==> config.mk <==
export PLATFORM = sky130hd
export DESIGN_NAME = rvv_execute
export DESIGN_NICKNAME = d
export VERILOG_FILES = /design/src/rvv_pkg.sv /design/src/rvv_execute.sv
export VERILOG_INCLUDE_DIRS = /design/src
export SDC_FILE = /design/constraint.sdc
export NUM_CORES = 1
export LEC_CHECK = 0
export ABC_AREA = 0
export BUFFER_PORTS_ARGS = -buffer_cell sky130_fd_sc_hd__clkbuf_2
export CAP_MARGIN = 20
export CORE_ASPECT_RATIO = 1.25
export CORE_MARGIN = 4
export CORE_UTILIZATION = 30
export CTS_CLUSTER_DIAMETER = 100
export CTS_CLUSTER_SIZE = 30
export DETAILED_ROUTE_END_ITERATION = 10
export MAX_ROUTING_LAYER = met4
export PLACE_DENSITY = 0.58
export SETUP_SLACK_MARGIN = 0.3
export SLEW_MARGIN = 20
export SYNTH_ARGS = -nofsm -noshare
export SYNTH_HDL_FRONTEND = slang
export SYNTH_SLANG_ARGS = --single-unit
==> constraint.sdc <==
create_clock -name clk -period 0.8 [get_ports clk]
set_clock_uncertainty 0.05 [all_clocks]
set_input_delay 0.08 -clock clk [delete_from_list [all_inputs] [get_ports clk]]
set_output_delay 0.08 -clock clk [all_outputs]
set_load 0.01 [all_outputs]
==> src/rvv_consts.svh <==
`ifndef RVV_CONSTS_SVH
`define RVV_CONSTS_SVH

// vector register length in bits.
`define RVV_VLEN 128

// fixed element width.
`define RVV_SEW 32

// lanes per register, VLEN / SEW.
`define RVV_ELEMS 4

// architectural vector registers.
`define RVV_NREGS 32

// command fifo entries, power of two.
`define RVV_QDEPTH 4

`endif // RVV_CONSTS_SVH

==> src/rvv_pkg.sv <==
`default_nettype none

`include "rvv_consts.svh"

package rvv_pkg;

  typedef logic [`RVV_VLEN-1:0] vreg_t;
  typedef logic [`RVV_SEW-1:0] elem_t;
  typedef logic [$clog2(`RVV_NREGS)-1:0] reg_idx_t;
  typedef logic [31:0] inst_word_t;

  // what the scalar core hands over.
  typedef struct packed {
    inst_word_t inst;
    elem_t      rs1_val;
  } rvv_cmd_t;

  typedef enum logic [2:0] {
    ADD,
    SUB,
    AND,
    OR,
    XOR,
    MVVX, // vmv.v.x splat.
    MVXS  // vmv.x.s, element 0 to scalar.
  } alu_op_t;

  // decoded fields, decode to execute.
  typedef struct packed {
    alu_op_t  op;
    reg_idx_t vd;         // rd for MVXS.
    reg_idx_t vs1;
    reg_idx_t vs2;
    logic     scalar_op;  // second operand from rs1.
    elem_t    scalar;
  } rvv_uop_t;

  // execute to result.
  typedef struct packed {
    reg_idx_t vd;
    vreg_t    vdata;
    elem_t    sdata;
    logic     to_scalar;
  } rvv_res_t;

endpackage

`default_nettype wire

==> src/rvv_execute.sv <==
`default_nettype none

`include "rvv_consts.svh"

module rvv_execute
  import rvv_pkg::*;
(
  input  logic     clk,
  input  logic     arst_n,
  input  logic     issue_valid,
  input  rvv_uop_t uop,
  input  vreg_t    src1,
  input  vreg_t    src2,
  input  logic     stall,
  output logic     res_valid,
  output rvv_res_t res,
  output logic     busy,
  output reg_idx_t busy_vd
);

  vreg_t    vdata;
  elem_t    opa;
  elem_t    opb;
  rvv_res_t res_nxt;

  always_comb begin
    vdata = '0;
    for (int i = 0; i < `RVV_ELEMS; i++) begin
      opa = src2[i*`RVV_SEW +: `RVV_SEW];
      opb = uop.scalar_op ? uop.scalar : src1[i*`RVV_SEW +: `RVV_SEW];
      case (uop.op)
        ADD:     vdata[i*`RVV_SEW +: `RVV_SEW] = opa + opb;
        SUB:     vdata[i*`RVV_SEW +: `RVV_SEW] = opa - opb; // vs2 - op.
        AND:     vdata[i*`RVV_SEW +: `RVV_SEW] = opa & opb;
        OR:      vdata[i*`RVV_SEW +: `RVV_SEW] = opa | opb;
        XOR:     vdata[i*`RVV_SEW +: `RVV_SEW] = opa ^ opb;
        MVVX:    vdata[i*`RVV_SEW +: `RVV_SEW] = uop.scalar;
        default: vdata[i*`RVV_SEW +: `RVV_SEW] = opa;
      endcase
    end
  end

  always_comb begin
    res_nxt.vd        = uop.vd;
    res_nxt.vdata     = vdata;
    res_nxt.sdata     = src2[`RVV_SEW-1:0]; // element 0.
    res_nxt.to_scalar = uop.op == MVXS;
  end

  always_ff @(posedge clk or negedge arst_n) begin
    if (!arst_n) begin
      res_valid <= 1'b0;
    end else if (!stall) begin
      res_valid <= issue_valid;
    end
  end

  always_ff @(posedge clk) begin
    if (!stall && issue_valid) res <= res_nxt;
  end

  assign busy    = res_valid & ~res.to_scalar;
  assign busy_vd = res.vd;

endmodule

`default_nettype wire

==> results of run 1 <==
worst max-delay path: cells and delay by family:
kind / cells / cell delay, ns
xor+xnor: 2 / 0.34
fa+ha+maj: 1 / 0.31
buf+inv: 4 / 0.56
mux: 1 / 0.47
compound gates: 5 / 0.82
simple gates: 5 / 1.31
power by group through the flow:
stage | Combinational [mW] | Clock (mW) | Sequential, mW
after floorplan | 14.4 | 0 | 11.7
after global placement | 28.7 | 0 | 11.3
after detailed placement | 28.9 | 0 | 11.3
after CTS | 32.8 | 9.46 | 11.1
after global routing | 37.9 | 9.74 | 11.2
final | 35.4 | 9.22 | 11.1
state kept, by name, summed over array words and instances, names as in the netlist:
name       cells
busy_vd        5
res          161
res_valid      1
routing by layer:
metal / vias to the layer above / part of all wire, %
met5: - / 0
met4: 0 / 5.1
met3: 266 / 5.7
met2: 1015 / 48
met1: 14545 / 41
li1: 14188 / -
timing repair:
| item | 4_1_cts | 5_1_grt |
|---|---|---|
| setup endpoints to repair | 462 | 462 |
| hold endpoints to repair | 53 | 40 |
| buffers inserted | 86 | 55 |
| cloned | 4 | 1 |
| pin swaps | 252 | 210 |
| gates resized for setup | 549 | 266 |
cell type report:
| class | instances | area, µm² | area share (%) |
|---|---|---|---|
| Tap cell | 1168 | 1460 | 3.40 |
| Multi-Input combinational cell | 2376 | 21900 | 51.0 |
| Antenna cell | 27 | 67.6 | 0.157 |
| Clock buffer | 17 | 425 | 0.988 |
| Timing Repair Buffer | 1639 | 12200 | 28.3 |
| Sequential cell | 167 | 5010 | 11.6 |
| Clock inverter | 15 | 186 | 0.433 |
| Inverter | 465 | 1760 | 4.08 |
through the flow:
stage	setup TNS, ns	power [mW]
CTS	-349.11	53.4
floorplan	-791.53	26.1
global placement	-453.38	40.0
finish	-353.47	55.8
detailed placement	-455.56	40.2
global route	-373.32	58.8
layout by cell type, fill, tap and decap left out, drive strengths merged, types with 7 or more instances in the layout:
master	netlist	routed
buf	56	1161
clkbuf	95	488
inv	464	469
ha	388	388
a21oi	291	291
o21ai	273	273
nor2	201	201
nand2	195	195
xnor2	184	184
mux2i	167	167
edfxtp	166	166
mux4	69	69
nor3	67	67
a21o	47	47
xor2	40	40
o21a	38	38
a211oi	32	32
a31oi	28	28
nand3	28	28
diode	0	27
nand2b	27	27
nand4	25	25
nor2b	25	25
o31ai	18	18
o22ai	15	15
o21bai	15	15
o221ai	14	14
nor3b	14	14
and2	13	13
and3	13	13
o211ai	11	11
nor4	10	10
or2	10	10
mux2	9	9
a41oi	9	9
a221oi	8	8
a31o	7	7
clkinv	1	7
cells by family (layout without fill, tap and decap cells):
kind of cell | after synthesis | after routing
and+or+nand+nor | 655 | 655
buffers and inverters | 616 | 2136
xor gates and xnor gates | 224 | 224
AOI/OAI and AO/OA | 860 | 860
other | 0 | 27
adders and majority gates | 392 | 392
muxes | 245 | 245
DFF | 167 | 167
path summary, 6_finish.rpt:
path                       slack [ns]                    end
min in group asynchronous       -0.15  res_valid$_DFFE_PN0N_
max                             -2.92      res[59]$_DFFE_PP_
min                             -0.23       res[1]$_DFFE_PP_
max in group asynchronous        0.77  res_valid$_DFFE_PN0N_
min reg2reg                      0.46  res_valid$_DFFE_PN0N_
max reg2reg                      0.08  res_valid$_DFFE_PN0N_
==> summary.md, run 1 <==
| Metric | Value |
|---|---|
| I/O Buffers | `around 470` |
| GRT overflow | `0` |
| Violated checks | `hold timing, setup timing` |
| Worst-case clock buffer depth | `2` |
| Crit path largest cell delay | `0.50 ns` |
| Die Span Y | `approximately 340 µm` |
| Top post-synthesis cells by count | `inv_1 (453), ha_1 (388), a21oi_1 (289)` |
| Final nets | `approximately 5400` |
| Root buffer cell | `clkbuf_16` |
| Site row count | `121` |
| CP startpoint | `uop[32]` |
| Final Instance Area | `about 0.043 mm²` |
| Initial Utilization | `between 30% and 40%` |
| Maximum VDD drop | `1.31 mV` |
| Worst-path clk slew | `around 0.070 ns` |
| Mapped Cells | `roughly 3200` |
| WL per Instance | `21.9 µm` |
| Synth Area in Adders | `between 10% and 20%` |
| XOR/XNOR share of the synthesized area | `7.45%` |
| Met3 Usage GRT | `3.49%` |
| Largest family of logic cells by synthesized area | `compound AO/OA/AOI/OAI gates` |
| # fillers | `a little over 8000` |
| # setup viols final | `302` |
| Num ports | `approximately 480` |
| Run status | `complete, but fails checks` |
| Avg Cell Area, Syn | `8.34 µm²` |
| Tot GR Track Use | `a little over a quarter` |
| Netlist cell types | `roughly 110` |
| Crit path kind | `input port to flip-flop` |
| Count of yosys warnings during synthesis | `0` |
| Fraction of registers with async set/reset | `less than 1%` |
| CP Capture Type | `flip-flop` |
| Pwr/cell area | `about 1300 mW/mm²` |
| Critical Path Fanout Max | `6` |
| Max-slew headroom | `between 30% and 40%` |
| Worst hold path startpoint | `src2[0]` |
| Switch Pwr | `23.0 mW` |
| Die Span X | `around 270 µm` |
| CTS tree | `built` |
| Fin. max-slew vios | `0` |
| Worst-margin pin slew | `between 1 and 1.5 ns` |
| Max-capacitance violation count | `0` |
| Synth area leader | `edfxtp_1` |
| Drt drc | `0` |
| Req. time, crit path | `1.00 ns` |
| Synthesized cell area | `approximately 0.026 mm²` |
| Layout cells sized above 1 | `a little under 50%` |
| Post-DP Area | `~0.037 mm²` |
| Routed Antenna Nets | `0` |
| DRT Pass-1 Iters | `7` |
| GRT busiest layer | `met2` |
| Worst-Skew Late Latency | `0.51 ns` |
| Total CTS buffers | `17` |
| Hold Path Class | `input port to flip-flop` |
| Non-Filler Instances | `5874` |
| CTS sink cnt | `167` |
| Sequential share of the synthesized area | `between 10% and 20%` |
| FF-to-FF path depth | `1` |
| Count of final hold-check violations | `40` |
| FF-to-FF Start | `res_valid$_DFFE_PN0N_` |
| Area share of and/or/nand/nor cells after synthesis | `around an eighth` |
| Crit-path cells | `buf_16, nor3b_4, buf_4, buf_6, o211ai_4, nor4_4, buf_4, nor4b_4, a31oi_1, xnor2_1, ha_1, a21oi_2, nor2b_1, o21a_1, or4_4, o221ai_4, xnor2_1, mux4_2` |
| Period Utilization, post-route | `465%` |
| Slowest library cell on the worst path | `or4_4` |
| Sw frac | `roughly two fifths` |
| Pleak | `around 21 nW` |
| Crit start category | `input port` |
| Hpwl dp | `104 mm` |
| Pint | `between 30 and 40 mW` |
| Number of global-route vias before repair | `roughly 30000` |
| Met2 Usage GRT | `between 40 and 50%` |
| Minimum setup slack after placement | `-3.91 ns` |
| Clock power frac | `between 15 and 20%` |
| Post-Route Utilization | `between 40% and 50%` |
| Vias per Instance | `about 5.1` |
| WP data arrival | `3.92 ns` |
| Share of power burned in registers | `19.9%` |
| DR vias | `30014` |
| Net count after synthesis | `3862` |
| Final Worst Setup Slack | `-2.92 ns` |
| Initial antenna violation count | `29` |
| Fmax | `approximately 0.27 GHz` |
| Area Growth Syn to Fin | `63.4%` |
| Pin count of the biggest net entering global routing | `78` |
| Placed Cells | `about 5700` |
| DR iter-0 viols | `2139` |
| Routed WL | `129 mm` |
| RSZ-0062 raised after global routing | `true` |
| Post-synth EDFFs | `about 170` |
| H-tree Lvls | `4` |
| Synth Area in Compound Gates | `roughly 20%` |
| Post-Route Hold Slack | `-0.229 ns` |
| Gpl congestion | `1.01` |
| First-pass GRT wire length | `about 180 mm` |
| Core ar. | `0.0871 mm²` |
| Number of synthesized register bits | `between 150 and 200` |
| Largest cells by area after synthesis | `edfxtp_1 (19%), ha_1 (18%), inv_1 (6.5%)` |
| Area of the die | `between 0.09 and 0.1 mm²` |
| Synth Flop Type | `edfxtp_1` |
| Most common cell in the netlist | `inv_1` |
| Comb power frac | `63.6%` |
| Hold Buf Count CTS | `6` |
| Post-synthesis mux area share | `13.2%` |
| Hold depth | `1` |
| Yosys top cell area share | `roughly a fifth` |
| Global routing usage on met1 | `approximately a third` |
| Minimum clock period | `~3.7 ns` |
Power figures use the tool's default switching activity.
==> inputs of run 2 (changes only) <==
Settings changed: CORE_UTILIZATION 30 to 35, PLACE_DENSITY 0.58 to 0.64.
==> run 2 against run 1 <==
The flow still finishes with violations (hold timing, setup timing). Cell count fell by 4.1%. Clock power fell by 1%. Design area decreased by 4.1%. Sequential share of layout area grew 0.50 points.
==> summary.md, run 2 (synthesized netlist as in run 1, its figures left out) <==
| Metric | Value |
|---|---|
| Run status | `complete, but fails checks (unchanged)` |
| Violated checks | `hold timing, setup timing (unchanged)` |
| Switch Pwr | `22.0 mW (was 23.0 mW)` |
| Fin. max-slew vios | `0 (unchanged)` |
| CTS sink cnt | `167 (unchanged)` |
| Pint | `31.4 mW (was 32.7 mW)` |
| DR iter-0 viols | `1878 (was 2139)` |
| Count of final hold-check violations | `37 (was 40)` |
| FF-to-FF Start | `res_valid$_DFFE_PN0N_ (unchanged)` |
| Layout cells sized above 1 | `46.6% (was 49.2%)` |
| Top cell by count, worst path | `buf_6` |
| DRT Pass-1 Iters | `5 (was 7)` |
| FF-to-FF path depth | `1 (unchanged)` |
| Share of power burned in registers | `20.8% (was 19.9%)` |
| WP data arrival | `4.13 ns (was 3.92 ns)` |
| First-pass GRT wire length | `173 mm (was 183 mm)` |
| Crit path kind | `input port to flip-flop (unchanged)` |
| Req. time, crit path | `1.02 ns (was 1.00 ns)` |
| Final Worst Setup Slack | `-3.11 ns (was -2.92 ns)` |
| Crit-path cells | `buf_12, buf_8, buf_6, buf_6, mux2i_2, ha_2, o21ai_2, nor3_2, o21a_1, buf_6, a21oi_4, xnor2_1, ha_1, buf_4, a221o_1, buf_6, o21ai_2, a41oi_2, o32a_1, and3_1, mux2i_1, a31oi_1 (was buf_16, nor3b_4, buf_4, buf_6, o211ai_4, nor4_4, buf_4, nor4b_4, a31oi_1, xnor2_1, ha_1, a21oi_2, nor2b_1, o21a_1, or4_4, o221ai_4, xnor2_1, mux4_2)` |
| CTS tree | `built (unchanged)` |
| Sw frac | `41.1% (was 41.3%)` |
| Hpwl dp | `97.9 mm (was 104 mm)` |
| Critical Path Fanout Max | `7 (was 6)` |
| Die Span X | `253 µm (was 273 µm)` |
| I/O Buffers | `473 (unchanged)` |
| Clock power frac | `17.0% (was 16.5%)` |
| Core ar. | `0.0747 mm² (was 0.0871 mm²)` |
| Number of global-route vias before repair | `28857 (was 29585)` |
| CP bufs+invs | `7 (was 4)` |
| Crit start category | `input port (unchanged)` |
| Final nets | `5329 (was 5369)` |
| Worst-Skew Late Latency | `0.51 ns (about the same)` |
| Root buffer cell | `clkbuf_16 (unchanged)` |
| CP Capture Type | `flip-flop (unchanged)` |
| Period Utilization, post-route | `489% (was 465%)` |
| Initial antenna violation count | `21 (was 29)` |
| Area of the die | `0.0797 mm² (was 0.0926 mm²)` |
| Routed Antenna Nets | `0 (unchanged)` |
| Tot GR Track Use | `29.6% (was 27.2%)` |
| Top Family by Delay on Critical Path | `compound AO/OA/AOI/OAI gates (was simple AND/OR/NAND/NOR gates)` |
| Worst-margin pin slew | `0.911 ns (was 1.02 ns)` |
| Initial Utilization | `35.3% (was 30.3%)` |
| Most frequent cells in the layout | `buf_4 (1050), clkbuf_2 (467), inv_1 (448) (was buf_4 (1011), clkbuf_2 (463), inv_1 (443))` |
| Pin count of the biggest net entering global routing | `110 (was 78)` |
| Fmax | `0.256 GHz (was 0.269 GHz)` |
| Final Instance Area | `0.0413 mm² (was 0.0430 mm²)` |
| GRT overflow | `0 (unchanged)` |
| Max-capacitance violation count | `0 (unchanged)` |
| Setup slack, reg-to-reg | `0.08 ns (about the same)` |
| Worst-case clock buffer depth | `2 (unchanged)` |
| Max-slew headroom | `39.2% (was 32.0%)` |
| WL per Instance | `21.5 µm (was 21.9 µm)` |
| Die Span Y | `315 µm (was 339 µm)` |
| Drt drc | `0 (unchanged)` |
| Area Growth Syn to Fin | `56.6% (was 63.4%)` |
| Biggest register | `res (unchanged)` |
| Worst hold path startpoint | `stall (was src2[0])` |
| DR vias | `29830 (was 30014)` |
| # setup viols final | `302 (unchanged)` |
| Comb power frac | `62.2% (was 63.6%)` |
| Slowest library cell on the worst path | `a221o_1 (was or4_4)` |
| Pwr/cell area | `1290 mW/mm² (was 1300 mW/mm²)` |
| Critical R2R Capture | `res_valid$_DFFE_PN0N_ (unchanged)` |
| Gpl congestion | `1.00 (was 1.01)` |
| Total CTS buffers | `17 (unchanged)` |
| Vias per Instance | `5.30 (was 5.11)` |
| Commonest non-fill, non-tap cell in the layout | `buf_4 (unchanged)` |
| Minimum clock period | `3.91 ns (was 3.72 ns)` |
| Minimum setup slack after placement | `-3.83 ns (was -3.91 ns)` |
| Site row count | `112 (was 121)` |
| Routed WL | `121 mm (was 129 mm)` |
| RSZ-0062 raised after global routing | `true (unchanged)` |
| Num ports | `484 (unchanged)` |
| Post-Route Hold Slack | `-0.238 ns (was -0.229 ns)` |
| Maximum VDD drop | `1.85 mV (was 1.31 mV)` |
| Post-DP Area | `0.0373 mm² (was 0.0374 mm²)` |
| Pleak | `20.3 nW (was 20.8 nW)` |
| Hold Buf Count CTS | `6 (unchanged)` |
| Hold depth | `2 (was 1)` |
| Worst hold endpoint | `res_valid$_DFFE_PN0N_ (was res[1]$_DFFE_PP_)` |
| H-tree Lvls | `4 (unchanged)` |
| Crit path largest cell delay | `0.42 ns (was 0.50 ns)` |
| Hold Path Class | `input port to flip-flop (unchanged)` |
| Worst-path clk slew | `0.08 ns (was 0.07 ns)` |
| Max reg flops | `161 (unchanged)` |
## run 2: cell types whose count changed in the layout (fill, tap and decap cells not counted), moves of 8 or more
| cell | delta |
|---|---|
| buf_6 | -64 |
| buf_4 | +39 |
| a21oi_1 | +18 |
| o21ai_2 | -16 |
| o21ai_1 | +14 |
| a21oi_2 | -11 |
| nor2_2 | -8 |
## run 2: area by class of cell
type,instances,area (µm²)
diodes,25,62.6
clock buffers,17,425
clock inverters,15,175
fillers,6692,33400
inverters,465,1760
multi-input cells,2376,21300
flip-flops and latches,167,5010
well taps,969,1210
repair buffers,1599,11400
## run 2: stage by stage
stage               std cells  hold slack [ns]  setup TNS [ns]  power [mW]  utilization [%]
floorplan                3159           -0.266         -791.53        26.1                -
global placement         5478           -0.191         -441.30        39.6             49.9
detailed placement       5478           -0.191         -441.89        39.9             49.9
CTS                      5546           -0.268         -366.92        50.4             52.3
global route             5630           -0.237         -397.36        56.5             55.2
finish                   5633           -0.238         -376.79        53.4             55.2
## run 2: power groups by stage
| stage | sequential [mW] | combinational [mW] | clock (mW) |
|---|---|---|---|
| 6_report | 11.1 | 33.2 | 9.09 |
| 5_1_grt | 11.2 | 35.7 | 9.66 |
| 3_5_place_dp | 11.3 | 28.6 | 0 |
| 4_1_cts | 11.1 | 30.0 | 9.32 |
| 2_1_floorplan | 11.7 | 14.4 | 0 |
| 3_3_place_gp | 11.3 | 28.3 | 0 |
## run 2: repair_timing
action | in CTS | in global routing
hold endpoints to repair | 54 | 39
pin swaps | 95 | 220
setup buffers | 29 | 61
cloned | 1 | 1
gates resized for setup | 217 | 357
endpoints found under the setup margin | 459 | 459
## run 2: how the worst max path moves through the flow
| stage | from | end | slack, ns | cells past startpoint |
|---|---|---|---|---|
| 3_3_place_gp | uop[32] | res[124]$_DFFE_PP_ | -3.77 | 21 |
| 5_1_grt | uop[32] | res[96]$_DFFE_PP_ | -3.20 | 23 |
| 2_1_floorplan | uop[32] | res[124]$_DFFE_PP_ | -4.15 | 28 |
| 6_report | uop[32] | res[96]$_DFFE_PP_ | -3.11 | 22 |
| 3_5_place_dp | uop[32] | res[124]$_DFFE_PP_ | -3.83 | 21 |
| 4_1_cts | uop[32] | res[59]$_DFFE_PP_ | -2.96 | 17 |
## run 2: per-layer routing
layer | GRT usage (%) | wire length (µm) | up-vias
li1 | - | - | 14144
met1 | 35.2 | 48300 | 14226
met2 | 47.8 | 57000 | 1116
met3 | 5.35 | 8160 | 344
met4 | 15.8 | 7620 | 0
met5 | - | 0 | -
